--- src/rtl/sram_1r1w.sv ---
`timescale 1ns/1ps
`default_nettype none

module sram_1r1w #(
	parameter type T = logic [7:0],
	parameter int AW = 8
) (
	input wire clk,
	input wire wr_en,
	input wire [AW-1:0] wr_addr,
	input wire T wr_data,
	input wire [AW-1:0] rd_addr,
	input wire rd_en,
	output T rd_data
);

	T mem [2**AW];

	always_ff @(posedge clk) begin
		if (wr_en)
			mem[wr_addr] <= wr_data;
		if (rd_en)
			rd_data <= mem[rd_addr];  // Holds when rd_en is low
	end

endmodule

`default_nettype wire

--- config.mk ---
export PLATFORM = sky130hd
export DESIGN_NAME = sram_1r1w
export DESIGN_NICKNAME = d
export VERILOG_FILES = /design/src/rtl/sram_1r1w.sv
export SDC_FILE = /design/constraint.sdc
export NUM_CORES = 2
export LEC_CHECK = 0
export ABC_CLOCK_PERIOD_IN_PS = 2300
export BUFFER_PORTS_ARGS = -buffer_cell sky130_fd_sc_hd__buf_2
export CAP_MARGIN = 30
export CORE_MARGIN = 2
export CORE_UTILIZATION = 40
export CTS_CLUSTER_SIZE = 20
export DETAILED_ROUTE_END_ITERATION = 8
export PLACE_DENSITY = 0.61
export RECOVER_POWER = 50
export SLEW_MARGIN = 10
export SYNTH_ARGS = -nofsm -noshare
export SYNTH_HDL_FRONTEND = slang
export SYNTH_SLANG_ARGS = --single-unit
--- constraint.sdc ---
create_clock -name clk -period 2.3 [get_ports clk]
set_input_delay 0.115 -clock clk [delete_from_list [all_inputs] [get_ports clk]]
set_output_delay 0.115 -clock clk [all_outputs]
set_load 0.03 [all_outputs]
# Word level (Yosys, flattened, before mapping)
# Memories as Yosys holds them, arrays and structs flattened. A register that Yosys moved wholly into a read port is not among the register bits.
# Index checks and enable logic that the tools add are counted.
dict set report totals {
  reg_bits 0
  ramBits 2048
  inputBits 27
  out_inout_bits 8
  wordCells 3
  memories 1
}
# memory depth width rd rd_ports_with_merged_regs wr line_no
set memory_table {}
lappend memory_table {mem 256 8 1 1 1 17} ;# T mem [2**AW];
dict set report classes {
  n_mux 2
}
# op n
set ops {}
lappend ops {{$mux 1} 2}

# Logic depth before layout (Yosys ltp)
dict set report depth {
  word_depth 2
  mapped_depth 11
  ltp_nobuf 6
}

# Worst setup path after synthesis
# No wires, ideal clock.
dict set report synth_timing {
  path_kind {input -> register}
  start {in rd_addr[0]}
  end {reg rd_data[2] (netlist bit), read port of mem (data pin)}
  setup_time_ns 0.269
  arrival_time_ns 1.922
  required_time_ns 2.031
  path_slack_ns 0.109
  cell_stages 9
  n_path_buf 4
  path_cell_list {buf_6 > buf_12 > buf_8 > buf_2 > mux4_2 > a22oi_1 > a21oi_1 > nor4_1 > nor4_2}
}
# element line_no
set synth_lines {}
lappend synth_lines {{start, declared} 12} ;# input wire [AW-1:0] rd_addr,
lappend synth_lines {{end, declared} 14} ;# output T rd_data

==> reports/metrics.cfg <==
[outcome]
status=complete, but fails checks
violations=max-capacitance violations, max-slew violations, negative setup slack

[global_routing]
grt_overflow_total=0
grt_first_pass_wirelength_um=295000
track_usage=0.200
grt_max_degree=97
antenna_found_initial=12
grt_pass1_vias=41220

[placement]
dp_hpwl_um=134000
gp_congestion=0.856
port_buffers=34
dp.cells=6885

[cts]
numClockSinks=2056
cts-buffers-inserted=205
cts_root_buf=clkbuf_16
clock_latency_ns=0.88
clk_pin_slew_ns=0.06
clock_path_buffers=3
tritoncts=done
post_cts_buffers=0
cts_max_level=4

[worst_setup_path]
worstSetupPathType=flip-flop to flip-flop
cp_common_cell=mux4_2
path_max_fanout=1
crit_path_top_delay_cell=mux4_2
endpoint_kind=flip-flop
r2r-end=rd_data[4]
ff2ff_setup_slack_ns=-0.03
slowest_delay_ns=0.52
r2r_start=mem[87][4]
reg2reg_depth=6
crit_chain=mux4_2 > mux4_2 > nor2b_1 > nor4_2 > buf_4 > nor4_1
cp.required_ns=2.90
arrival_ns=2.93
crit_path_start_kind=flip-flop

[sta]
timing.fmax_ghz=0.429
layout_min_cycle_time_ns=2.33
slew_headroom=-0.549
tightest_slew_ns=2.32
holdWs_ns=0.0728
clock-skew-final_ns=0.0625
fin_crit_sh=1.01
hold_viol_final=0
setup_ws_ns=-0.0294
rsz0062_at_grt=yes
drv_slew=374
setup_viol=3

[power]
p_comb_frac=0.056
ir_drop_uv=849
power_density_mw_per_mm2=830
clkPwrFrac=0.420
p_seq_frac=0.524
power_mw=79.0
p_sw_mw=17.2
leakage_nw=30.7
internal_power_mw=61.8
swShare=0.217

[cells_and_area]
final_util=0.482
fin_cells=7276
multi_input_area_mm2=0.0169
area_growth_pct=19.5
drive_above_1_share=0.338
layout_commonest_cell=edfxtp_1
finalNetCount=4492
fillers=15929
seq_area_mm2=0.0617
mostFrequentLayoutCells=edfxtp_1 (2056), buf_4 (612), mux4_2 (454), nor2_1 (275), clkbuf_16 (206)

[logic_synthesis]
yosysSeqAreaShare=0.775
synth_nets=3760
ys_ff_latch=2056
yosysTopAreaCellShare=0.775
synth_area_mm2=0.0796
synth.area.top_cells=edfxtp_1 (78%), mux4_2 (13%), mux2i_1 (1.7%)
synth_edf_count=2056
yosysUniqueCellTypes=54
yosysTopAreaCell=edfxtp_1
synth_ff_type=edfxtp_1
ys_warn_count=0
synthArstFlopShare=0
synthCells=3733
syn_avg_cell_area_um2=21.3

[route]
wl_um=204000
drc=0
ant_nets=0
drt_iter0_markers=5073
routed_via_density=5.66
firstDrtPassIters=6
post_drt_wl_per_cell_um=28.1
vias=41159

[flow_run]
maxCapViolCount=5

[die]
fp.dieW_um=450
io_pins=35
dieArea_mm2=0.203
die_h_um=450
num_rows=163
start_util=0.403
core_mm2=0.198

[min_path]
hold_path_startpoint=wr_addr[5]
holdPathEnd=mem[254][6]
hold_class=input pin to flip-flop
whs_path_depth=4

layout make-up:
cell class | instances | area share
clock buffer | 247 | 0.0558
clock inverter | 129 | 0.0149
multi-input combinational | 1442 | 0.177
tap | 2640 | 0.0347
sequential | 2056 | 0.649
timing repair buffer | 758 | 0.0685
inverter | 2 | 0.0000789
antenna | 2 | 0.0000526
critical path, delay by kind of cell, from the launching register on:
| family | cells | cell delay [ns] |
|---|---|---|
| buf+inv | 1 | 0.19 |
| flops | 1 | 0.36 |
| mux | 2 | 1.04 |
| simple gates | 3 | 0.49 |
per-layer routing:
layer  GRT usage  up-vias  share of wire  wire length, µm
met5           0        -              0                0
met2       0.318     1840           0.48            97000
met4      0.0572        0          0.028             5700
met1       0.285    21828           0.41            84300
li1            -    17180              -                -
met3      0.0351      311          0.084            17200
cells by family after synthesis:
| group | after synthesis | synth area share |
|---|---|---|
| compound gates | 385 | 0.0342 |
| buf+inv | 235 | 0.0183 |
| flops | 2056 | 0.775 |
| mux | 591 | 0.146 |
| simple gates | 466 | 0.0263 |
stage by stage:
step,instance area (µm²),worst slack [ns],setup TNS [ns]
3_5_place_dp,88200,-0.995,-5.81
4_1_cts,95300,-0.0511,-0.0866
6_report,95200,-0.0294,-0.0573
3_3_place_gp,88100,-1.15,-6.79
2_1_floorplan,79600,0.109,0
5_1_grt,95200,-0.0690,-1.88
power groups by stage:
stage	clock network [mW]	logic, mW	registers, mW
after detailed placement	0	4.35	42.2
after global routing	35.2	4.64	41.4
after floorplan	0	2.01	42.2
after CTS	33.7	4.46	41.4
final	33.2	4.40	41.4
after global placement	0	4.30	42.2
registers in the layout, indices dropped and copies added, names as in the netlist:
name / cells
mem: 2048
rd_data: 8
how the worst max path moves through the flow:
stage                      from    endpoint  slack (ns)
floorplan            rd_addr[0]  rd_data[2]        0.11
global placement     rd_addr[0]  rd_data[0]       -1.15
detailed placement   rd_addr[0]  rd_data[7]        -1.0
CTS                 mem[195][5]  rd_data[5]       -0.05
global route        mem[208][5]  rd_data[5]       -0.07
finish               mem[87][4]  rd_data[4]       -0.03
synthesized netlist by cell type (all sizes together), types with 2 or more instances:
library cell / instances
nand4: 10
nor2b: 31
a31oi: 2
or2: 4
o32ai: 5
a22o: 8
edfxtp: 2056
nor2: 282
mux2i: 134
a221oi: 14
a22oi: 133
o21ai: 12
o22a: 5
a21oi: 96
nor4: 27
a211oi: 16
nand3: 34
nand2: 33
a2111oi: 5
nand2b: 8
mux4: 456
nand3b: 2
and3b: 2
and2: 6
nor3: 22
o221ai: 47
o211ai: 10
clkbuf: 111
buf: 122
a311oi: 2
o22ai: 28
what timing repair did:
action                                   CTS  global route
hold endpoints to repair                1486             0
resized for setup                         59            13
endpoints found under the setup margin     8             8
pin swaps                                 21             9
hold buffers                              17             0
cloned                                     0             0
(Power assumes the default switching activity.)
