[config.mk]
export PLATFORM = sky130hd
export DESIGN_NAME = line_reader
export DESIGN_NICKNAME = d
export VERILOG_FILES = /design/src/rtl/hwcnn_pkg.sv /design/src/rtl/line_reader.sv
export VERILOG_INCLUDE_DIRS = /design/src /design/src/rtl
export SDC_FILE = /design/constraint.sdc
export NUM_CORES = 1
export LEC_CHECK = 0
export BUFFER_PORTS_ARGS = -buffer_cell sky130_fd_sc_hd__buf_4
export CAP_MARGIN = 20
export CORE_AREA = 2 2 83 85
export DETAILED_ROUTE_END_ITERATION = 16
export DIE_AREA = 0 0 85 87
export PLACE_DENSITY = 0.64
export SYNTH_ARGS = -nofsm -noshare
export SYNTH_HDL_FRONTEND = slang
export SYNTH_SLANG_ARGS = --single-unit
[constraint.sdc]
create_clock -name clk -period 2.8 [get_ports clk]
set_input_delay 0.28 -clock clk [delete_from_list [all_inputs] [get_ports clk]]
set_output_delay 0.28 -clock clk [all_outputs]
set_load 0.02 [all_outputs]
[src/rtl/hwcnn_macros.svh]
`ifndef HWCNN_MACROS_SVH
`define HWCNN_MACROS_SVH

// Datapath widths
`define HWCNN_PIX_W 8      // Pixel and kernel tap
`define HWCNN_BIAS_W 20
`define HWCNN_ACC_W 24     // Accumulator and result
`define HWCNN_SHIFT_W 5

// Buffer depths as address widths
`define HWCNN_LINE_AW 9    // 512 pixels
`define HWCNN_BIAS_AW 7    // 128 bias words

`endif

[src/rtl/hwcnn_pkg.sv]
`default_nettype none

`include "hwcnn_macros.svh"

package hwcnn_pkg;

	typedef logic signed [`HWCNN_PIX_W-1:0] pixel_t;
	typedef logic signed [`HWCNN_PIX_W-1:0] weight_t;
	typedef logic signed [`HWCNN_BIAS_W-1:0] bias_t;
	typedef logic signed [`HWCNN_ACC_W-1:0] acc_t;

	typedef logic [`HWCNN_LINE_AW-1:0] line_addr_t;
	typedef logic [`HWCNN_BIAS_AW-1:0] bias_addr_t;
	typedef logic [`HWCNN_SHIFT_W-1:0] shift_t;

	typedef enum logic [1:0] {
		OP_WRITE_BIAS,
		OP_WRITE_WEIGHT,
		OP_WRITE_LINE,
		OP_CONV
	} opcode_t;

	// One word from the instruction FIFO
	typedef struct packed {
		opcode_t op;
		line_addr_t line_addr;    // Also the tap index for OP_WRITE_WEIGHT
		line_addr_t line_len;
		bias_addr_t bias_addr;
		shift_t shift;
		logic pool;
		logic [`HWCNN_BIAS_W-1:0] data;
	} inst_t;

	localparam int inst_w = $bits(inst_t);

endpackage

`default_nettype wire

[src/rtl/line_reader.sv]
`timescale 1ns/1ps
`default_nettype none

module line_reader import hwcnn_pkg::*; (
	input wire clk,
	input wire rst,
	input wire run_start,
	input wire line_addr_t run_addr,
	input wire line_addr_t run_len,
	input wire stall,
	input wire pixel_t rd_data,
	output line_addr_t rd_addr,
	output logic rd_en,
	output logic win_valid,
	output logic win_last,
	output pixel_t window [3]
);

	line_addr_t rd_ptr;     // Next address to read
	line_addr_t rd_left;    // Reads still to issue
	line_addr_t win_left;   // Windows still to emit
	logic dv;               // rd_data holds a fresh pixel
	logic [1:0] fill;
	pixel_t px_old;
	pixel_t px_mid;

	assign rd_addr = run_start ? run_addr : rd_ptr;
	assign rd_en = run_start || (!stall && rd_left != '0);

	always_ff @(posedge clk) begin
		if (rst) begin
			rd_ptr <= '0;
			rd_left <= '0;
			win_left <= '0;
			dv <= 1'b0;
			fill <= 2'd0;
		end else begin
			if (rd_en) begin
				rd_ptr <= rd_addr + 1'b1;
				rd_left <= (run_start ? run_len : rd_left) - 1'b1;
			end
			if (run_start || !stall)
				dv <= rd_en;
			if (run_start) begin
				fill <= 2'd0;
				win_left <= run_len - 2'd2;
			end else if (!stall && dv) begin
				if (fill != 2'd2)
					fill <= fill + 1'b1;
				if (win_valid)
					win_left <= win_left - 1'b1;
			end
		end
	end

	// Two older pixels, the newest comes straight from the buffer
	always_ff @(posedge clk) begin
		if (!stall && dv) begin
			px_old <= px_mid;
			px_mid <= rd_data;
		end
	end

	assign win_valid = dv && fill == 2'd2;
	assign win_last = win_valid && win_left == 'd1;
	assign window = '{px_old, px_mid, rd_data};

endmodule

`default_nettype wire

# == Word-level counts from Yosys, hierarchy flattened ==
# Cells that the tools add are included.
# classes
n_addsub,5
multipliers,0
div,0
magnitude_cmp,0
eq_ne,3
n_shift,0
n_mux,5
n_bitwise,0
reduce_logical,13
# op_table
op,count
9-bit 2-to-1 mux,5
9-bit by 1-bit subtractor with 9-bit output (second input constant),2
9-bit by 1-bit adder with 9-bit output (second input constant),1
9-bit by 1-bit == test with 1-bit output (second input constant),1
9-bit nonzero test,1
9-bit by 2-bit subtractor with 9-bit output (second input constant),1
1-bit logical AND,4
2-bit AND reduction,2
2-bit nonzero test,2
2-bit by 1-bit adder with 2-bit output (second input constant),1
2-bit == test (second input constant),1
1-bit logical OR,2
2-bit inequality test (second input constant),1
2-bit OR reduction,1
1-bit logical NOT,1
# word_totals
register_bits,46
latch_bits,0
ramBits,0
rom_bits,0
input_bits,30
output_inout_bits,36
word_cells,33
n_memories,0

# == Logic depth before layout (Yosys ltp) ==
# depth
word_depth,5
depth_mapped,10
mapped_depth_nobuf,7

# == Least setup slack after synthesis ==
# No wires, ideal clock.
# synth_path
path_kind,input to register
start,in run_start
end,reg rd_left[4]
setup_ps,74
t_arrival_ps,2443
t_required_ps,2726
slack_ps,283
cell_stages,10
path_buffers,4
path_cell_list,buf_2 buf_2 buf_2 buf_1 mux2i_1 ha_1 o21ai_1 or4_1 a211o_1 o21ai_0
# synth_between
elab_chain_len,2
elab_cells_between_ends,3
classes_between,add/sub: 1; mux: 1; reduce/logical: 1
# synth_rtl
item,line,text
"start, declared",line_reader.sv:7,"input wire run_start,"
9-bit 2-to-1 mux,line_reader.sv:40,rd_left <= (run_start ? run_len : rd_left) - 1'b1;
9-bit by 1-bit subtractor with 9-bit output,line_reader.sv:40,
"end signal, assigned",line_reader.sv:40,
"end, declared",line_reader.sv:20,line_addr_t rd_left;
# Parallel ways exist; a longest one is shown, timed or not.
# A chain may end at the register's enable or synchronous reset.

# == Worst setup path after layout ==
# layout_path
start,reg rd_left[0]
end,out rd_en
# layout_between
elab_chain_len,3
# layout_rtl
item,line,text
9-bit nonzero test,line_reader.sv:28,assign rd_en = run_start || (!stall && rd_left != '0);
1-bit logical AND,line_reader.sv:28,
1-bit logical OR,line_reader.sv:28,
"end, declared",line_reader.sv:13,"output logic rd_en,"
# No other way between the ends.

==> out/results.txt <==
Drt first pass iters: 4
Cell Pwr Density: 518 nW/µm²
Max VDD drop: 0.272 mV
Maximum fanout along the worst path: 14
CP max stage delay: 580 ps
RD Place Congestion: 0.850
Fin nets: 354
Syn_area_per_cell: 9.59 µm²
Fin crit share: 0.917
CP Depth: 5
Worst hold path type: input pin to flip-flop
Area Overhead vs Synth: 23.0%
N_diodes: 0
Max_slew headroom: 0.646
Initial Utilization: 0.388
Critical Path RT: 2520 ps
IO Port Bufs: 65
Ys Warns: 0
Vias in the first global route: 1990
Inst Count DP: 391
CTS tree: built
Number of synthesized flops with an enable pin: 16
Status: completed
Post-Layout Cell Count: 399
Die width: 85 µm
Top-count cell post-synth: dfxtp_1
Detailed Place HPWL: 4010 µm
First-pass GRT wire length: 9180 µm
Max Cap Violations: 0
Endpoint class of the critical path: output port
Ys async rst share: 0
R2R Path End: rd_ptr[8]
Top cells by area, synth: dfxtp_1 24%, edfxtp_1 19%, xnor2_1 4.8%, xor2_1 4.1%, nor2_1 3.2%
Post-synthesis cell area: 2550 µm²
DRT iter0 DRCs: 82
Critical Path Slowest Stage Cell: or4_4
Die H: 87 µm
Max clock buf depth: 2
Boundary pin count: 66
Fmax achieved: 389 MHz
Ys flop type: dfxtp_1
Core area: 6570 µm²
Clk root buf: clkbuf_8
WS Path Type: flip-flop to output port
Std-Cell Rows: 30
Routed len/inst: 13.7 µm
Layout cells sized above 1: 0.285
Top delay family on crit path: simple AND/OR/NAND/NOR gates
Die ar.: 7400 µm²
Hold Vio Cnt, Final: 0
Area leader, netlist: dfxtp_1
Static Leak: 1.24 nW
Num CTS Buffers: 5
Tightest Pin Transition: 524 ps
Critical Path AT: 2290 ps
Initial antenna violation count: 0
Final setup viols: 0
Largest net degree at the start of global routing: 33
Mapped Nets: 302
Hold depth: 1
Post-synth top area share: 0.235
Clk_skew: 4.99 ps
CP bufs+invs: 2
Startpoint Class: flip-flop
Tmin final: 2570 ps
DR vias/cell: 5.18
Worst skew pair latency: 290 ps
Seq/Total Area, Yosys: 0.424
Post-route DRC: 0
H-Tree Depth: 2
FF-to-FF path depth: 6
Worst path cell trace: or4_4 -> nor4_4 -> o21ba_2 -> inv_2 -> buf_4
Routed Antenna Nets: 0
Library cells used by synthesis: 51
Top post-synthesis cells by count: 30 x dfxtp_1, 22 x nor2_1, 20 x nand2_1
Reg-to-reg setup timing slack: 670 ps
Clock transition at the registers of the reported paths: 90 ps
Worst setup path startpoint: rd_left[0]
Synth Instances: 266
Post-CTS Setup Bufs: 0
RR Startpoint: rd_left[0]
Vias after detailed routing: 2068
Unrepaired setup endpoints after global routing: no
Resize count post-CTS: 0
Remaining global-route overflow: 0
Final WL: 5470 µm
Setup crit end: rd_en
Setup TNS: 0 ps
Number of hold buffers added after cts: 0
All-Layer GR Usage: 0.152
Fin. max-slew vios: 0
Synthesized flop and latch total: 46
TritonCTS sink count: 46
==> metrics by stage <==
step / power, mW / setup WS (ps) / instance area, µm² / hold slack [ps] / utilization
5_1_grt: 1.71 / 65.6 / 3140 / 143 / 0.478
3_5_place_dp: 1.15 / 559 / 3030 / 440 / 0.461
3_3_place_gp: 1.14 / 615 / 3030 / 431 / 0.461
4_1_cts: 1.64 / 219 / 3140 / 155 / 0.478
2_1_floorplan: 1.03 / 283 / 2550 / 379 / -
6_report: 1.62 / 232 / 3140 / 168 / 0.478
==> flip-flops by register name, summed over array words and instances, names as in the netlist <==
signal / count
rd_ptr: 9
px_mid: 8
dv: 1
rd_left: 9
px_old: 8
win_left: 9
fill: 2
==> how the worst min path moves through the flow <==
stage          startpoint         to  slack [ps]
2_1_floorplan  rd_data[0]  px_mid[0]         380
3_3_place_gp    px_mid[2]  px_old[2]         430
3_5_place_dp    px_mid[5]  px_old[5]         440
4_1_cts        rd_data[0]  px_mid[0]         160
5_1_grt        rd_data[0]  px_mid[0]         140
6_report       rd_data[3]  px_mid[3]         170
==> layout make-up <==
class / instances / area [µm²]
Inverter: 8 / 30.0
Clock buffer: 6 / 72.6
Timing Repair Buffer: 67 / 503
Fill cell: 632 / 3430
Tap cell: 80 / 100
Clock inverter: 2 / 37.5
Multi-Input combinational cell: 190 / 1310
Sequential cell: 46 / 1080
==> kinds of logic (layout without fill, tap and decap cells) <==
group | after synthesis | in the layout | share of synthesized area
AO/OA/AOI/OAI | 45 | 45 | 0.125
buffers and inverters | 30 | 83 | 0.0618
adder cells (fa/ha/maj) | 6 | 6 | 0.0294
AND/OR/NAND/NOR | 101 | 101 | 0.221
XOR/XNOR | 26 | 26 | 0.0893
flip-flops | 46 | 46 | 0.424
multiplexers | 12 | 12 | 0.0505
==> metal layers <==
| layer | GRT usage | vias up | wire length [µm] |
|---|---|---|---|
| met5 | 0 | - | 0 |
| met4 | 0.0390 | 0 | 45 |
| met3 | 0.0341 | 5 | 240 |
| met2 | 0.269 | 43 | 2760 |
| met1 | 0.186 | 954 | 2430 |
| li1 | - | 1066 | - |
==> cell usage in the layout (no fill, tap or decap), types with 7 or more instances in the layout <==
master	instances
nor2_1	22
edfxtp_1	16
mux2_2	7
a211oi_1	10
nand2_1	20
nor4_1	7
inv_1	7
xor2_1	12
a21oi_1	12
dfxtp_1	30
nor3_1	13
buf_4	67
xnor2_1	14
==> report_power, final <==
group / total [mW] / internal (mW) / leakage [nW] / switching [mW]
sequential: 0.779 / 0.739 / 0.397 / 0.0400
combinational: 0.355 / 0.164 / 0.790 / 0.191
clock: 0.489 / 0.266 / 0.0514 / 0.223
Power figures use the tool's default switching activity.
