===== src/rtl/hwcnn_macros.svh =====
`ifndef HWCNN_MACROS_SVH
`define HWCNN_MACROS_SVH

// Datapath widths
`define HWCNN_PIX_W 8      // Pixel and kernel tap
`define HWCNN_BIAS_W 20
`define HWCNN_ACC_W 24     // Accumulator and result
`define HWCNN_SHIFT_W 5

// Buffer depths as address widths
`define HWCNN_LINE_AW 9    // 512 pixels
`define HWCNN_BIAS_AW 7    // 128 bias words

`endif


===== src/rtl/hwcnn_pkg.sv =====
`default_nettype none

`include "hwcnn_macros.svh"

package hwcnn_pkg;

	typedef logic signed [`HWCNN_PIX_W-1:0] pixel_t;
	typedef logic signed [`HWCNN_PIX_W-1:0] weight_t;
	typedef logic signed [`HWCNN_BIAS_W-1:0] bias_t;
	typedef logic signed [`HWCNN_ACC_W-1:0] acc_t;

	typedef logic [`HWCNN_LINE_AW-1:0] line_addr_t;
	typedef logic [`HWCNN_BIAS_AW-1:0] bias_addr_t;
	typedef logic [`HWCNN_SHIFT_W-1:0] shift_t;

	typedef enum logic [1:0] {
		OP_WRITE_BIAS,
		OP_WRITE_WEIGHT,
		OP_WRITE_LINE,
		OP_CONV
	} opcode_t;

	// One word from the instruction FIFO
	typedef struct packed {
		opcode_t op;
		line_addr_t line_addr;    // Also the tap index for OP_WRITE_WEIGHT
		line_addr_t line_len;
		bias_addr_t bias_addr;
		shift_t shift;
		logic pool;
		logic [`HWCNN_BIAS_W-1:0] data;
	} inst_t;

	localparam int inst_w = $bits(inst_t);

endpackage

`default_nettype wire


===== src/rtl/pool_out.sv =====
`timescale 1ns/1ps
`default_nettype none

module pool_out import hwcnn_pkg::*; (
	input wire clk,
	input wire rst,
	input wire pe_valid,
	input wire pe_last,
	input wire acc_t pe_value,
	input wire pool,
	input wire result_ready,
	output logic stall,
	output logic result_valid,
	output acc_t result_data,
	output logic run_done
);

	acc_t held;          // First value of a pair
	logic have;
	logic out_last;      // Output register holds the final result
	logic drop_pend;     // Odd tail was dropped
	logic take_in;
	logic emit;

	assign stall = result_valid && !result_ready;
	assign take_in = pe_valid && !stall;
	assign emit = take_in && (!pool || have);

	// Done on final accept, or after a drop once the output drains
	assign run_done = (result_valid && result_ready && out_last) || (drop_pend && !stall);

	always_ff @(posedge clk) begin
		if (rst) begin
			result_valid <= 1'b0;
			out_last <= 1'b0;
			have <= 1'b0;
			drop_pend <= 1'b0;
		end else begin
			if (emit)
				result_valid <= 1'b1;
			else if (result_ready)
				result_valid <= 1'b0;
			if (emit)
				out_last <= pe_last;
			if (take_in && pool)
				have <= !have && !pe_last;
			if (take_in && pool && !have && pe_last)
				drop_pend <= 1'b1;
			else if (run_done)
				drop_pend <= 1'b0;
		end
	end

	always_ff @(posedge clk) begin
		if (take_in && pool && !have)
			held <= pe_value;
		if (emit)
			result_data <= (pool && held > pe_value) ? held : pe_value;
	end

endmodule

`default_nettype wire


===== config.mk =====
export PLATFORM = sky130hd
export DESIGN_NAME = pool_out
export DESIGN_NICKNAME = d
export VERILOG_FILES = /design/src/rtl/hwcnn_pkg.sv /design/src/rtl/pool_out.sv
export VERILOG_INCLUDE_DIRS = /design/src /design/src/rtl
export SDC_FILE = /design/constraint.sdc
export NUM_CORES = 1
export LEC_CHECK = 0
export ABC_AREA = 1
export BUFFER_PORTS_ARGS = -buffer_cell sky130_fd_sc_hd__buf_2
export CORE_ASPECT_RATIO = 0.5
export CORE_MARGIN = 2
export CORE_UTILIZATION = 55
export CTS_CLUSTER_SIZE = 24
export DETAILED_ROUTE_END_ITERATION = 12
export PLACE_DENSITY_LB_ADDON = 0.15
export SLEW_MARGIN = 20
export SYNTH_ARGS = -nofsm -noshare
export SYNTH_HDL_FRONTEND = slang
export SYNTH_SLANG_ARGS = --single-unit
export TNS_END_PERCENT = 100

===== constraint.sdc =====
create_clock -name clk -period 4.28 [get_ports clk]
set_input_delay 0.428 -clock clk [delete_from_list [all_inputs] [get_ports clk]]
set_output_delay 0.428 -clock clk [all_outputs]
set_load 0.01 [all_outputs]

# After elaboration in Yosys (flattened, before gate mapping)
# Index checks and enable logic that the tools add are counted.
[word_totals]
reg_bits = 52
inputBits = 30
out_inout_bits = 27
elab_cells = 32
[classes]
n_lt_le_gt_ge = 1
muxes = 5
n_reduce_logical = 20
[op_table]
columns = ["cell", "n"]
rows = [
  ["24-bit > comparator", 1],
  ["24-bit 2-to-1 mux", 1],
  ["1-bit logical AND", 11],
  ["1-bit logical NOT", 5],
  ["1-bit 2-to-1 mux", 4],
  ["2-bit nonzero test", 2],
  ["1-bit logical OR", 2],
]

# Logic depth before layout (Yosys ltp)
[logic_depth]
depth_word = 8
ltp_mapped = 16
mapped_depth_nobuf = 15

# Least setup slack after synthesis
# No wires, ideal clock.
[synth_path]
path_type = "input to register"
start = "input port result_ready"
end = "register held[0] (enable)"
setup_time_ns = 0.408
arrival_time_ns = 1.775
path_slack_ns = 2.098
stages = 4
cell_sequence = "nor2_1 > inv_1 > nand3_1 > nor2_1"
[synth_between]
elab_chain_len = 6
[synth_rtl]
columns = ["element", "line_no", "text"]
rows = [
  ["start: declaration", "pool_out.sv:11", "input wire result_ready,"],
  ["1-bit logical NOT", "pool_out.sv:25", "assign stall = result_valid && !result_ready;"],
  ["1-bit logical AND", "pool_out.sv:25", ""],
  ["1-bit logical NOT", "pool_out.sv:26", "assign take_in = pe_valid && !stall;"],
  ["1-bit logical AND", "pool_out.sv:26", ""],
  ["1-bit logical AND (2 in series)", "pool_out.sv:55", "if (take_in && pool && !have)"],
  ["end signal: assignment", "pool_out.sv:56", "held <= pe_value;"],
  ["end: declaration", "pool_out.sv:18", "acc_t held;"],
]
# Every way passes these cells.
# A chain may end at the register's enable or synchronous reset.

# Final worst setup path
[layout_path]
start = "register held[23]"
end = "register result_data[19], data pin"
[layout_between]
elab_chain_len = 3
[layout_rtl]
columns = ["element", "line_no", "text"]
rows = [
  ["24-bit > comparator", "pool_out.sv:58", "result_data <= (pool && held > pe_value) ? held : pe_value;"],
  ["1-bit logical AND", "pool_out.sv:58", ""],
  ["24-bit 2-to-1 mux", "pool_out.sv:58", ""],
  ["end signal: assignment", "pool_out.sv:58", ""],
  ["end: declaration", "pool_out.sv:14", "output acc_t result_data,"],
]
# Every way passes these cells.

==> results.py <==
metrics = {
    "final_layout": {
        "drive_above_1_share_pct": 21.95,
        "num-fill-cells": 384,
        "final_nets": 381,
        "final-seq-area_um2": 1521,
        "area_delta_synth_final_pct": 16.44,
        "antenna_cells": 0,
        "multi_input_area_um2": 998.5,
    },
    "worst_setup_path": {
        "end_kind": "flip-flop",
        "crit_family": "simple AND/OR/NAND/NOR gates",
        "crit_chain": "ha_1, nand2_1, nor2_2, nand2_2, nor3_4, nand2_1, nand3_2, nand3_4, nand2_1, nand2_1",
        "worstRegToRegCells": 10,
        "arrival_ns": 2.75,
        "reg2reg_slack_ns": 1.59,
        "path_buf_inv": 0,
        "r2r-end": "result_data[19]",
        "timing.rr.start": "held[23]",
        "crit_type": "reg -> reg",
        "worstPathMaxFanout": 25,
        "slowest_stage": "nand3_2",
        "cpPeakStageDelay_ns": 0.42,
        "startpoint_type": "flip-flop",
        "crit_required_ns": 4.35,
        "worst_path_most_repeated_cell": "nand2_1",
    },
    "yosys": {
        "seq_area_frac_synth_pct": 56.30,
        "yosys.area.top_type_share_pct": 53.33,
        "synth.avg_cell_area_um2": 10.01,
        "synth_cell_types": 22,
        "syn_nets": 324,
        "syn_area_um2": 2703,
        "yosys-top-cells-area": "edfxtp_1 53%, nand2_1 12%, ha_1 11%",
        "yosysWarnings": 0,
        "synth_seq_cells": 52,
        "synth_top_area_cell": "edfxtp_1",
        "postSynthCellCount": 270,
    },
    "sta": {
        "hold_ws_ns": 0.3065,
        "setup-tns-final_ns": 0,
        "finalMaxSlewViolations": 0,
        "setup_ws_ns": 1.593,
        "tightest_slew_ns": 0.9935,
        "final_hold_viol_count": 0,
        "slew_headroom_pct": 33.69,
        "rsz0062_at_grt": "false",
        "clock_skew_ns": 0.006193,
        "fin_crit_sh_pct": 62.78,
        "period_minus_slack_ns": 2.687,
        "finalSetupViolations": 0,
        "max_freq_mhz": 372.1,
    },
    "die": {
        "row_count": 17,
        "start_util_pct": 59.37,
        "die_y_um": 53.57,
        "die_w_um": 103.1,
        "core_area_um2": 4552,
        "die-area_um2": 5524,
        "io_pins": 57,
    },
    "hold_path": {
        "min-delay-start": "rst",
        "hold_class": "in -> reg",
        "hold_path_end": "drop_pend",
        "whs_path_depth": 2,
    },
    "clock_network": {
        "numCtsBuffers": 5,
        "clk_latency_ns": 0.31,
        "cts_tree": "yes",
        "ctsHoldBuffers": 0,
        "ctsLongestPathBuffers": 2,
        "root_buffer": "clkbuf_8",
        "htree_levels": 2,
        "post_cts_buffers": 0,
        "path_clk_slew_ns": 0.09,
        "cts.sinks": 52,
        "cts_resized": 0,
    },
    "routing": {
        "drt_first_iter_violations": 73,
        "wire_per_inst_um": 13.08,
        "finalWirelength_mm": 5.154,
        "drcViolationCount": 0,
        "viasPerCell": 5.234,
        "first_pass_iters": 4,
        "vias": 2062,
        "antenna_left": 0,
    },
    "power_and_ir_drop": {
        "powerDensity_nw_per_um2": 352.1,
        "power.leakage_uw": 0.001530,
        "power_uw": 1108,
        "ir_drop_uv": 218.3,
    },
    "run_status": {
        "run_status": "finished clean",
    },
    "placement": {
        "place_ws_ns": 1.439,
        "io_buffers": 56,
        "place.gp.congestion": 0.7784,
        "place_hpwl_mm": 3.596,
    },
    "flow_run": {
        "cap_violations": 0,
    },
    "global_routing": {
        "grt_antenna_before_repair": 0,
        "grt_use_total_pct": 20.49,
        "grt_pass1_wl_mm": 8.390,
        "grt_max_degree": 26,
        "grt_overflow": 0,
        "grt_pass1_vias": 1883,
    },
}
cells by family (layout without fill, tap and decap cells):
group	after synthesis	after routing	share of synthesized area, %
AND/OR/NAND/NOR	132	132	22.36
buffers and inverters	46	104	6.852
flip-flops	52	52	56.30
adder cells (fa/ha/maj)	24	24	11.11
AO/OA/AOI/OAI	16	16	3.380
area by class of cell:
type / count / share of cell area, %
Sequential cell: 52 / 48.35
Multi-Input combinational cell: 172 / 31.73
Timing Repair Buffer: 58 / 9.384
Inverter: 38 / 4.533
Tap cell: 66 / 2.624
Clock buffer: 5 / 2.187
Clock inverter: 3 / 1.193
cells in the mapped netlist, drive strengths merged:
master,count
nand2,88
edfxtp,48
inv,38
ha,24
nand4,24
a21oi,13
nor2,10
nand3,8
buf,6
dfxtp,4
clkbuf,2
nor3,2
a21o,1
o211ai,1
o21a,1
stage by stage:
stage	util (%)	cell area (µm²)	instances
5_1_grt	69.13	3147	394
2_1_floorplan	-	2703	270
6_report	69.13	3147	394
4_1_cts	69.13	3147	394
3_5_place_dp	66.79	3040	386
3_3_place_gp	66.79	3040	386
worst max-delay path by stage:
stage | start | to | slack, ns | cells past startpoint
global route | held[23] | result_data[14] | 1.33 | 13
CTS | held[23] | result_data[15] | 1.58 | 10
global placement | pe_value[23] | result_data[0] | 1.50 | 12
floorplan | result_ready | held[0] | 2.10 | 4
detailed placement | pe_value[23] | result_data[0] | 1.44 | 12
finish | held[23] | result_data[19] | 1.59 | 10
flip-flops by register name, indices dropped and copies added, names as in the netlist:
| name | flops |
|---|---|
| held | 24 |
| drop_pend | 1 |
| out_last | 1 |
| have | 1 |
| result_data | 24 |
| result_valid | 1 |
layout by cell type (no fill, tap or decap), drive strengths merged:
cell type,count
nand3,8
nor3,2
a21oi,13
nand4,24
o211ai,1
a21o,1
o21a,1
clkinv,2
inv,38
edfxtp,48
dfxtp,4
nor2,10
ha,24
buf,58
bufinv,1
nand2,88
clkbuf,5
where the power goes:
part | total, µW | switching [µW] | internal, µW
Clock | 332 | 161 | 171
Combinational | 173 | 112 | 61.0
Sequential | 603 | 10.0 | 593
per-layer routing:
layer | routed length (µm) | share of wire (%) | vias to the layer above | track usage (%)
met2 | 2312 | 45 | 60 | 32.90
met1 | 2453 | 48 | 965 | 27.55
met3 | 332 | 6.4 | 7 | 5.584
met4 | 56 | 1.1 | 0 | 6.798
li1 | - | - | 1030 | -
met5 | 0 | 0 | - | 0
(Power assumes the default switching activity.)
