File: src/rtl/hwcnn_macros.svh
`ifndef HWCNN_MACROS_SVH
`define HWCNN_MACROS_SVH

// Datapath widths
`define HWCNN_PIX_W 8      // Pixel and kernel tap
`define HWCNN_BIAS_W 20
`define HWCNN_ACC_W 24     // Accumulator and result
`define HWCNN_SHIFT_W 5

// Buffer depths as address widths
`define HWCNN_LINE_AW 9    // 512 pixels
`define HWCNN_BIAS_AW 7    // 128 bias words

`endif

File: src/rtl/hwcnn_pkg.sv
`default_nettype none

`include "hwcnn_macros.svh"

package hwcnn_pkg;

	typedef logic signed [`HWCNN_PIX_W-1:0] pixel_t;
	typedef logic signed [`HWCNN_PIX_W-1:0] weight_t;
	typedef logic signed [`HWCNN_BIAS_W-1:0] bias_t;
	typedef logic signed [`HWCNN_ACC_W-1:0] acc_t;

	typedef logic [`HWCNN_LINE_AW-1:0] line_addr_t;
	typedef logic [`HWCNN_BIAS_AW-1:0] bias_addr_t;
	typedef logic [`HWCNN_SHIFT_W-1:0] shift_t;

	typedef enum logic [1:0] {
		OP_WRITE_BIAS,
		OP_WRITE_WEIGHT,
		OP_WRITE_LINE,
		OP_CONV
	} opcode_t;

	// One word from the instruction FIFO
	typedef struct packed {
		opcode_t op;
		line_addr_t line_addr;    // Also the tap index for OP_WRITE_WEIGHT
		line_addr_t line_len;
		bias_addr_t bias_addr;
		shift_t shift;
		logic pool;
		logic [`HWCNN_BIAS_W-1:0] data;
	} inst_t;

	localparam int inst_w = $bits(inst_t);

endpackage

`default_nettype wire

File: src/rtl/conv_pe.sv
`timescale 1ns/1ps
`default_nettype none

`include "hwcnn_macros.svh"

module conv_pe import hwcnn_pkg::*; (
	input wire clk,
	input wire rst,
	input wire stall,
	input wire win_valid,
	input wire win_last,
	input wire pixel_t window [3],
	input wire weight_t taps [3],
	input wire bias_t bias,
	input wire shift_t shift,
	output logic pe_valid,
	output logic pe_last,
	output acc_t pe_value
);

	logic signed [2*`HWCNN_PIX_W-1:0] prod [3];
	logic s1_valid;
	logic s1_last;
	acc_t sum;

	always_ff @(posedge clk) begin
		if (rst) begin
			s1_valid <= 1'b0;
			s1_last <= 1'b0;
			pe_valid <= 1'b0;
			pe_last <= 1'b0;
		end else if (!stall) begin
			s1_valid <= win_valid;
			s1_last <= win_last;
			pe_valid <= s1_valid;
			pe_last <= s1_last;
		end
	end

	// Products, then bias add
	always_comb sum = acc_t'(prod[0]) + acc_t'(prod[1]) + acc_t'(prod[2]) + acc_t'(bias);

	always_ff @(posedge clk) begin
		if (!stall) begin
			for (int k = 0; k < 3; k++)
				prod[k] <= window[k] * taps[k];
			pe_value <= sum >>> shift;  // Arithmetic, keeps sign
		end
	end

endmodule

`default_nettype wire

File: config.mk
export PLATFORM = sky130hd
export DESIGN_NAME = conv_pe
export DESIGN_NICKNAME = d
export VERILOG_FILES = /design/src/rtl/hwcnn_pkg.sv /design/src/rtl/conv_pe.sv
export VERILOG_INCLUDE_DIRS = /design/src /design/src/rtl
export SDC_FILE = /design/constraint.sdc
export NUM_CORES = 1
export LEC_CHECK = 0
export BUFFER_PORTS_ARGS = -buffer_cell sky130_fd_sc_hd__buf_2
export CELL_PAD_IN_SITES_DETAIL_PLACEMENT = 1
export CELL_PAD_IN_SITES_GLOBAL_PLACEMENT = 1
export CORE_MARGIN = 2
export CORE_UTILIZATION = 46
export CTS_CLUSTER_SIZE = 8
export DETAILED_ROUTE_END_ITERATION = 16
export PLACE_DENSITY_LB_ADDON = 0.1
export SLEW_MARGIN = 10
export SYNTH_ARGS = -nofsm -noshare
export SYNTH_HDL_FRONTEND = slang
export SYNTH_SLANG_ARGS = --single-unit
File: constraint.sdc
create_clock -name clk -period 6 [get_ports clk]
set_clock_uncertainty 0.1 [all_clocks]
set_input_delay 0 -clock clk [delete_from_list [all_inputs] [get_ports clk]]
set_output_delay 0 -clock clk [all_outputs]
set_load 0.02 [all_outputs]
; ---- Word level (Yosys, flattened, before mapping)
; Memories as Yosys holds them, arrays and structs flattened.
; Index checks and enable logic that the tools add are counted.
[classes]
mux = 1
shift = 1
addsub = 3
n_mul = 3
[op_table]
columns = op, n
row1 = 8-bit by 8-bit multiplier with 16-bit output, 3
row2 = 21-bit by 5-bit >>> shifter with 24-bit output, 1
row3 = 18-bit by 20-bit adder with 21-bit output, 1
row4 = 17-bit by 16-bit adder with 18-bit output, 1
row5 = 16-bit by 16-bit adder with 17-bit output, 1
row6 = 1-bit two-way mux, 1
[word_totals]
n_memories = 1
out_inout_bits = 26
ram_bits = 48
reg_bits = 28
input_bits = 78
wordCells = 14
[mem_list]
columns = memory, depth, width, read_ports, rd_ports_with_merged_regs, write_ports, line
row1 = prod, 3, 16, 3, 0, 3, conv_pe.sv:21  ; logic signed [2*`HWCNN_PIX_W-1:0] prod [3];

; ---- Depth between registers and ports, before layout
; Gate-level depths: netlist of run 1.
[logic_depth]
word_depth = 4
depth_mapped = 19
mapped_depth_nobuf = 19

; ---- Least setup slack after synthesis of run 1
; Ideal clock, no wire load.
[synth_timing]
path_kind = input to register
startpoint = input window[21] in the netlist's numbering
endpoint = memory prod[0][14] in the netlist's numbering, data pin
setup_ps = 261
n_path_buf = 0
cell_stages = 18
slack_ps = 1654
arrival_time_ps = 3985
required_time_ps = 5639
cell_sequence = and2_1 > fa_1 > inv_1 > fa_1 > inv_1 > fa_1 > inv_1 > fa_1 > inv_1 > ha_1 > o21ai_0 > a21boi_0 > o21ai_0 > a21boi_0 > o21ai_0 > a21boi_0 > nor4_1 > a311o_1
[synth_rtl]
columns = item, line
row1 = from (decl), conv_pe.sv:12  ; input wire pixel_t window [3],
row2 = to (decl), conv_pe.sv:21

==> impl_results.html, run 1 <==
<table>
<tr><th>Metric</th><th>Value</th></tr>
<tr><th colspan="2">Global routing</th></tr>
<tr><td>Largest net degree at the start of global routing</td><td>70</td></tr>
<tr><td>Initial antenna violation count</td><td>5</td></tr>
<tr><td>Aggregate global routing overflow</td><td>0</td></tr>
<tr><td>Number of global-route vias before repair</td><td>10600</td></tr>
<tr><td>Overall Global Routing Usage</td><td>22.7%</td></tr>
<tr><td>Wire length of the first global-routing pass</td><td>53.0 mm</td></tr>
<tr><th colspan="2">Detailed routing</th></tr>
<tr><td>Via total after detailed routing</td><td>9717</td></tr>
<tr><td>Detailed router's first-iteration violation count</td><td>457</td></tr>
<tr><td>Post-route DRC</td><td>0</td></tr>
<tr><td>Number of detailed-routing iterations run before antenna repair</td><td>5</td></tr>
<tr><td>Number of vias per cell</td><td>5.17</td></tr>
<tr><td>Drt total wl</td><td>31.1 mm</td></tr>
<tr><td>Number of nets with antenna violations after routing</td><td>0</td></tr>
<tr><td>Drt wl/cell</td><td>16.5 microns</td></tr>
<tr><th colspan="2">Synth</th></tr>
<tr><td>Post-synthesis sequential area ratio</td><td>16.5%</td></tr>
<tr><td>Number of flops mapped to enable cells by yosys</td><td>69</td></tr>
<tr><td>Share of flip-flops with an asynchronous set or reset</td><td>0%</td></tr>
<tr><td>Number of standard cells after synthesis</td><td>1401</td></tr>
<tr><td>Commonest register cell after synthesis</td><td>sky130_fd_sc_hd__edfxtp_1</td></tr>
<tr><td>Synthesis warning total</td><td>0</td></tr>
<tr><td>Most frequently used cell type in the post-synthesis netlist</td><td>sky130_fd_sc_hd__inv_1</td></tr>
<tr><td>Flip-flop and latch count after synthesis</td><td>73</td></tr>
<tr><td>Top cells by instance count after synthesis</td><td>336 x sky130_fd_sc_hd__inv_1, 205 x sky130_fd_sc_hd__fa_1, 118 x sky130_fd_sc_hd__and2_1</td></tr>
<tr><td>Cell area after synthesis</td><td>13000 sq um</td></tr>
<tr><td>Post-synthesis area per instance</td><td>9.29 sq um</td></tr>
<tr><td>Post-synthesis cell type count</td><td>74</td></tr>
<tr><td>Area share of the leading cell type in the synthesized netlist</td><td>31.5%</td></tr>
<tr><td>Net Count, Synth</td><td>1791</td></tr>
<tr><td>Largest area contributor in the synthesized netlist</td><td>sky130_fd_sc_hd__fa_1</td></tr>
<tr><td>Dominant cells by area after synthesis</td><td>sky130_fd_sc_hd__fa_1 32%, sky130_fd_sc_hd__edfxtp_1 16%, sky130_fd_sc_hd__ha_1 10%</td></tr>
<tr><th colspan="2">Final layout</th></tr>
<tr><td>Post-route design area</td><td>14200 sq um</td></tr>
<tr><td>Count of fill cells added during filler insertion</td><td>3266</td></tr>
<tr><td>Share of final-layout standard cells stronger than drive strength 1</td><td>9.80%</td></tr>
<tr><td>Cell Count, Final, Fillers Out</td><td>1880</td></tr>
<tr><td>Layout net count</td><td>1885</td></tr>
<tr><td>Post-synthesis to final-layout area growth</td><td>9.38%</td></tr>
<tr><th colspan="2">Status</th></tr>
<tr><td>Outcome</td><td>finished, final reports clean</td></tr>
<tr><th colspan="2">Setup path</th></tr>
<tr><td>Combined buffer and inverter count along the critical path</td><td>5</td></tr>
<tr><td>Top delay family on crit path</td><td>adder cells</td></tr>
<tr><td>Worst-path maximum fanout</td><td>8</td></tr>
<tr><td>CP Capture Type</td><td>flop</td></tr>
<tr><td>Launching element type of the critical path</td><td>input port</td></tr>
<tr><td>Crit Path Category</td><td>input port to flop</td></tr>
<tr><td>Largest stage delay on the critical path</td><td>530 ps</td></tr>
<tr><td>Data arrival time of the critical path</td><td>4940 ps</td></tr>
<tr><td>Top cell by count, worst path</td><td>sky130_fd_sc_hd__fa_1</td></tr>
<tr><td>Cell Chain, Critical Path</td><td>dlygate4sd3_1, buf_2, nand2b_1, fa_1, fa_1, inv_1, fa_1, inv_1, fa_1, inv_1, ha_1, o21ai_0, a21boi_0, o21ai_0, a21boi_0, o21ai_0, nand2b_1, a2111oi_0, nand3b_1</td></tr>
<tr><td>Critical-path top delay cell</td><td>sky130_fd_sc_hd__dlygate4sd3_1</td></tr>
<tr><td>Crit path launch</td><td>window[0]</td></tr>
<tr><td>Start of the worst register-to-register path</td><td>prod[0][2]</td></tr>
<tr><td>Required time at the worst-slack endpoint</td><td>6120 ps</td></tr>
<tr><th colspan="2">Timing</th></tr>
<tr><td>RSZ-0062 raised after global routing</td><td>false</td></tr>
<tr><td>Total count of max-transition violations in the final report</td><td>0</td></tr>
<tr><td>Slew HR</td><td>38.0%</td></tr>
<tr><td>Setup violation total in the final timing report</td><td>0</td></tr>
<tr><td>Worst-margin pin slew</td><td>930 ps</td></tr>
<tr><td>Post-route minimum period</td><td>4820 ps</td></tr>
<tr><td>Aggregate negative setup slack</td><td>0 ps</td></tr>
<tr><td>Highest clock rate</td><td>208 MHz</td></tr>
<tr><td>Worst hold slack</td><td>92.1 ps</td></tr>
<tr><td>Hold violation total from the final report</td><td>0</td></tr>
<tr><td>Period utilisation layout</td><td>80.3%</td></tr>
<tr><th colspan="2">Floorplanning</th></tr>
<tr><td>Die ar.</td><td>29700 sq um</td></tr>
<tr><td>Effective utilization at floorplan</td><td>46.7%</td></tr>
<tr><td>CORE AREA</td><td>27900 sq um</td></tr>
<tr><td>Io pins</td><td>104</td></tr>
<tr><td>Width of the die</td><td>172 microns</td></tr>
<tr><td>Cell Rows</td><td>61</td></tr>
<tr><td>Die height</td><td>172 microns</td></tr>
<tr><th colspan="2">Hold path</th></tr>
<tr><td>Min-Delay Startpoint</td><td>taps[1]</td></tr>
<tr><td>Class of the most critical hold timing path</td><td>input port to flop</td></tr>
<tr><th colspan="2">Placement</th></tr>
<tr><td>Number of placed cells counting well taps</td><td>1854</td></tr>
<tr><td>Dpl cell area</td><td>13900 sq um</td></tr>
<tr><td>RePlAce Congestion</td><td>0.894</td></tr>
<tr><td>Detailed placement HPWL</td><td>26.1 mm</td></tr>
<tr><td>Port bufs</td><td>103</td></tr>
<tr><th colspan="2">Clock network</th></tr>
<tr><td>H-tree levels</td><td>3</td></tr>
<tr><td>Post-CTS Setup Repair Bufs</td><td>0</td></tr>
<tr><td>CTS Hold Buffers Added</td><td>8</td></tr>
<tr><td>Count of cells resized by post-cts repair</td><td>0</td></tr>
<tr><td>Clock root buffer</td><td>sky130_fd_sc_hd__clkbuf_16</td></tr>
<tr><td>CTS clk-pin slew, worst paths</td><td>60 ps</td></tr>
<tr><td>Clock Tree Buf Depth</td><td>2</td></tr>
<tr><td>Clock latency of the later-clocked register in the worst-skew pair</td><td>350 ps</td></tr>
<tr><td>Number of CTS-inserted buffers</td><td>9</td></tr>
<tr><td>Clk sink count</td><td>73</td></tr>
<tr><td>Clock tree from TritonCTS</td><td>built</td></tr>
<tr><th colspan="2">Flow run</th></tr>
<tr><td>Number of max-cap violations</td><td>0</td></tr>
</table>
[worst register-to-register path, delay by kind of cell, from the launching register on]
family	cells	cell delay, ps
adder cells (fa/ha/maj)	3	1290
AND/OR/NAND/NOR	3	960
buffers and inverters	2	170
flip-flops	1	420
AO/OA/AOI/OAI	6	1590
[final timing paths]
check	endpoint	slack [ps]	depth (start not counted)
worst max-delay path	prod[0][46]	1180	19
worst min-delay path	prod[0][33]	90	3
worst max register to register	pe_value[13]	1220	14
worst min register to register	pe_last	420	2
[layout by cell type (no fill, tap or decap), drive strengths merged, types with 41 or more instances in the layout]
master / count
buf: 105
o21ai: 41
nor2: 84
fa: 205
inv: 339
ha: 107
and2: 118
edfxtp: 69
xnor2: 49
nand2: 94
[layer usage]
layer	vias to the layer above	track usage, %	wire [microns]
met1	4928	30.5	14400
met2	123	39.6	15500
met4	4	4.57	456
li1	4637	-	-
met5	-	0	30
met3	25	2.75	717
[state kept, by name, summed over array words and instances (netlist names)]
register / count
prod: 48
pe_value: 21
pe_last: 1
pe_valid: 1
s1_last: 1
s1_valid: 1
[final cells by class]
type / count / area [sq um] / area share, %
multi-input combinational: 960 / 9450 / 66.4
sequential: 73 / 2150 / 15.1
timing repair buffer: 113 / 611 / 4.29
clock inverter: 7 / 52.6 / 0.369
clock buffer: 9 / 225 / 1.58
inverter: 338 / 1270 / 8.91
antenna: 2 / 5.00 / 0.0352
tap: 378 / 473 / 3.32
[cells by family (layout without fill, tap and decap cells)]
kind of cell | after synthesis | after routing | synth area share [%]
AND/OR/NAND/NOR | 387 | 387 | 15.0
buffers and inverters | 368 | 467 | 10.9
adder cells (fa/ha/maj) | 312 | 312 | 41.8
AO/OA/AOI/OAI | 179 | 179 | 9.54
flip-flops | 73 | 73 | 16.5
XOR/XNOR | 56 | 56 | 3.83
multiplexers | 26 | 26 | 2.43
other | 0 | 2 | 0
[metrics by stage]
stage,worst slack [ps],utilization (%)
6_report,1180,51.1
2_1_floorplan,1650,-
3_5_place_dp,1080,49.8
5_1_grt,867,51.1
4_1_cts,1200,51.1
3_3_place_gp,1210,49.8
Power of run 1 is not shown: default switching activity piles up to over one toggle a cycle in this logic, so the estimate is an artifact.
==> run 2, diff against run 1 <==
==> constraint.sdc (replaced) <==
create_clock -name clk -period 5 [get_ports clk]
set_clock_uncertainty 0.1 [all_clocks]
set_input_delay 0 -clock clk [delete_from_list [all_inputs] [get_ports clk]]
set_output_delay 0 -clock clk [all_outputs]
set_load 0.02 [all_outputs]
==> run 2 against run 1 <==
First-iteration DRC count is 11% higher. Setup slack worse by 920 ps. Non-clock buffer count is 7 higher. Flip-flop and latch count stayed put. Utilization is 0.31 points higher.
==> impl_results.html, run 2 (same netlist as run 1, synthesis figures left out) <==
<table>
<tr><th>Metric</th><th>Value</th></tr>
<tr><th colspan="2">Floorplanning</th></tr>
<tr><td>CORE AREA</td><td>27900 sq um</td></tr>
<tr><td>Io pins</td><td>104</td></tr>
<tr><td>Cell Rows</td><td>61</td></tr>
<tr><td>Width of the die</td><td>172 microns</td></tr>
<tr><td>Die height</td><td>172 microns</td></tr>
<tr><td>Effective utilization at floorplan</td><td>46.7%</td></tr>
<tr><td>Die ar.</td><td>29700 sq um</td></tr>
<tr><th colspan="2">Detailed routing</th></tr>
<tr><td>Max layer used</td><td>met5</td></tr>
<tr><td>Via total after detailed routing</td><td>9771</td></tr>
<tr><td>DR WL met3</td><td>834 microns</td></tr>
<tr><td>Drt wl/cell</td><td>16.6 microns</td></tr>
<tr><td>Number of detailed-routing iterations run before antenna repair</td><td>5</td></tr>
<tr><td>Detailed router's first-iteration violation count</td><td>506</td></tr>
<tr><td>Drt total wl</td><td>31.3 mm</td></tr>
<tr><td>Post-route DRC</td><td>0</td></tr>
<tr><td>Met1 Routed Length</td><td>14.1 mm</td></tr>
<tr><td>Number of vias per cell</td><td>5.18</td></tr>
<tr><td>Number of nets with antenna violations after routing</td><td>0</td></tr>
<tr><td>Met2 Routed Length</td><td>15.9 mm</td></tr>
<tr><th colspan="2">Setup path</th></tr>
<tr><td>Top cell by count, worst path</td><td>sky130_fd_sc_hd__fa_1</td></tr>
<tr><td>Critical-path top delay cell</td><td>sky130_fd_sc_hd__dlygate4sd3_1</td></tr>
<tr><td>Start of the worst register-to-register path</td><td>prod[0][2]</td></tr>
<tr><td>Crit Path Category</td><td>input port to flop</td></tr>
<tr><td>Launching element type of the critical path</td><td>input port</td></tr>
<tr><td>Cell Chain, Critical Path</td><td>dlygate4sd3_1, buf_2, nand2b_1, fa_1, fa_1, inv_1, fa_1, inv_1, fa_1, inv_1, ha_1, o21ai_0, a21boi_0, o21ai_1, a21boi_0, o21ai_0, nand2b_1, a2111oi_0, nand3b_1</td></tr>
<tr><td>Required time at the worst-slack endpoint</td><td>5110 ps</td></tr>
<tr><td>FF-to-FF setup slack</td><td>270 ps</td></tr>
<tr><td>Endpoint of the most critical register-to-register path</td><td>pe_value[3]</td></tr>
<tr><td>Data arrival time of the critical path</td><td>4850 ps</td></tr>
<tr><td>R2R depth</td><td>14</td></tr>
<tr><td>Largest stage delay on the critical path</td><td>530 ps</td></tr>
<tr><td>Worst-path maximum fanout</td><td>8</td></tr>
<tr><td>CP Capture Type</td><td>flop</td></tr>
<tr><th colspan="2">Timing</th></tr>
<tr><td>Worst-case setup margin in the final layout</td><td>266 ps</td></tr>
<tr><td>Worst-margin pin slew</td><td>1030 ps</td></tr>
<tr><td>Highest clock rate</td><td>211 MHz</td></tr>
<tr><td>Post-route minimum period</td><td>4730 ps</td></tr>
<tr><td>Total count of max-transition violations in the final report</td><td>0</td></tr>
<tr><td>Slew HR</td><td>31.0%</td></tr>
<tr><td>Period utilisation layout</td><td>94.7%</td></tr>
<tr><td>RSZ-0062 raised after global routing</td><td>false</td></tr>
<tr><td>Aggregate negative setup slack</td><td>0 ps</td></tr>
<tr><td>Hold violation total from the final report</td><td>0</td></tr>
<tr><td>Setup violation total in the final timing report</td><td>0</td></tr>
<tr><th colspan="2">Final layout</th></tr>
<tr><td>Post-synthesis to final-layout area growth</td><td>10.0%</td></tr>
<tr><td>Largest registers ranked by flip-flop count</td><td>prod (48), pe_value (21)</td></tr>
<tr><td>Commonest non-fill, non-tap cells in the layout</td><td>335 x sky130_fd_sc_hd__inv_1, 205 x sky130_fd_sc_hd__fa_1, 118 x sky130_fd_sc_hd__and2_1</td></tr>
<tr><td>Largest register by flop count</td><td>prod</td></tr>
<tr><td>Flip-flop count of the largest register after layout</td><td>48</td></tr>
<tr><td>Share of final-layout standard cells stronger than drive strength 1</td><td>10.1%</td></tr>
<tr><td>Most common library cell in the layout ignoring fill and taps</td><td>sky130_fd_sc_hd__inv_1</td></tr>
<tr><td>Finished Core Util</td><td>51.4%</td></tr>
<tr><td>Layout net count</td><td>1892</td></tr>
<tr><th colspan="2">Clock network</th></tr>
<tr><td>Clock Tree Buf Depth</td><td>2</td></tr>
<tr><td>Number of CTS-inserted buffers</td><td>9</td></tr>
<tr><td>CTS clk-pin slew, worst paths</td><td>60 ps</td></tr>
<tr><td>Clk sink count</td><td>73</td></tr>
<tr><td>Clock tree from TritonCTS</td><td>built</td></tr>
<tr><td>H-tree levels</td><td>3</td></tr>
<tr><td>Post-CTS Setup Repair Bufs</td><td>0</td></tr>
<tr><td>Clock latency of the later-clocked register in the worst-skew pair</td><td>350 ps</td></tr>
<tr><td>Clock root buffer</td><td>sky130_fd_sc_hd__clkbuf_16</td></tr>
<tr><th colspan="2">Placement</th></tr>
<tr><td>Pre-CTS setup slack</td><td>56.8 ps</td></tr>
<tr><td>RePlAce Congestion</td><td>0.872</td></tr>
<tr><td>Detailed placement HPWL</td><td>26.5 mm</td></tr>
<tr><td>Port bufs</td><td>103</td></tr>
<tr><th colspan="2">Global routing</th></tr>
<tr><td>Number of global-route vias before repair</td><td>10600</td></tr>
<tr><td>Largest net degree at the start of global routing</td><td>70</td></tr>
<tr><td>Overall Global Routing Usage</td><td>22.5%</td></tr>
<tr><td>Initial antenna violation count</td><td>4</td></tr>
<tr><td>Aggregate global routing overflow</td><td>0</td></tr>
<tr><td>Wire length of the first global-routing pass</td><td>52.6 mm</td></tr>
<tr><th colspan="2">Hold path</th></tr>
<tr><td>Min-Delay Startpoint</td><td>shift[3]</td></tr>
<tr><td>Number of cells traversed by the worst hold path</td><td>3</td></tr>
<tr><td>Hold Crit Endpoint</td><td>pe_value[10]</td></tr>
<tr><td>Class of the most critical hold timing path</td><td>input port to flop</td></tr>
<tr><th colspan="2">Flow run</th></tr>
<tr><td>Number of max-cap violations</td><td>0</td></tr>
<tr><th colspan="2">Status</th></tr>
<tr><td>Outcome</td><td>finished, final reports clean</td></tr>
</table>
==> run 2: worst max path at each step <==
stage                          start          end  cells past startpoint
after global placement    window[21]  prod[0][14]                     19
after CTS                  window[0]  prod[0][46]                     19
after global routing       window[0]  prod[0][47]                     20
final                      window[0]  prod[0][46]                     19
after detailed placement  window[21]  prod[0][14]                     19
after floorplan           window[21]  prod[0][14]                     18
==> run 2: timing repair <==
item                                   in CTS  in global routing
endpoints found under the hold margin       5                  0
hold buffers                                7                  0
setup endpoints to repair                   0                  1
resized for setup                           0                  1
==> run 2: through the flow <==
stage	hold WS, ps	instance area (sq um)	std cells
final	95.7	14300	1887
after global routing	111	14300	1885
after CTS	81.9	14300	1885
after detailed placement	116	13900	1862
after global placement	116	13900	1862
after floorplan	-27.6	13000	1401
==> run 2: critical path, delay by kind of cell <==
kind | cells | cell delay (ps)
AND/OR/NAND/NOR | 3 | 450
adder cells (fa/ha/maj) | 5 | 2210
AO/OA/AOI/OAI | 6 | 1350
buffers and inverters | 5 | 830
==> run 2: layout make-up <==
type | instances | area [sq um]
Fill cell | 3239 | 13500
Antenna cell | 2 | 5.00
Multi-Input combinational cell | 960 | 9450
Clock buffer | 11 | 233
Tap cell | 378 | 473
Clock inverter | 5 | 80.1
Inverter | 338 | 1270
Timing Repair Buffer | 120 | 661
Sequential cell | 73 | 2150
==> run 2: routing by layer <==
metal,vias to the layer above,global-route usage (%)
li1,4643,-
met1,4959,29.9
met2,132,39.6
met3,33,2.66
met4,4,4.75
met5,-,0
Power of run 2 is left out for the same reason.
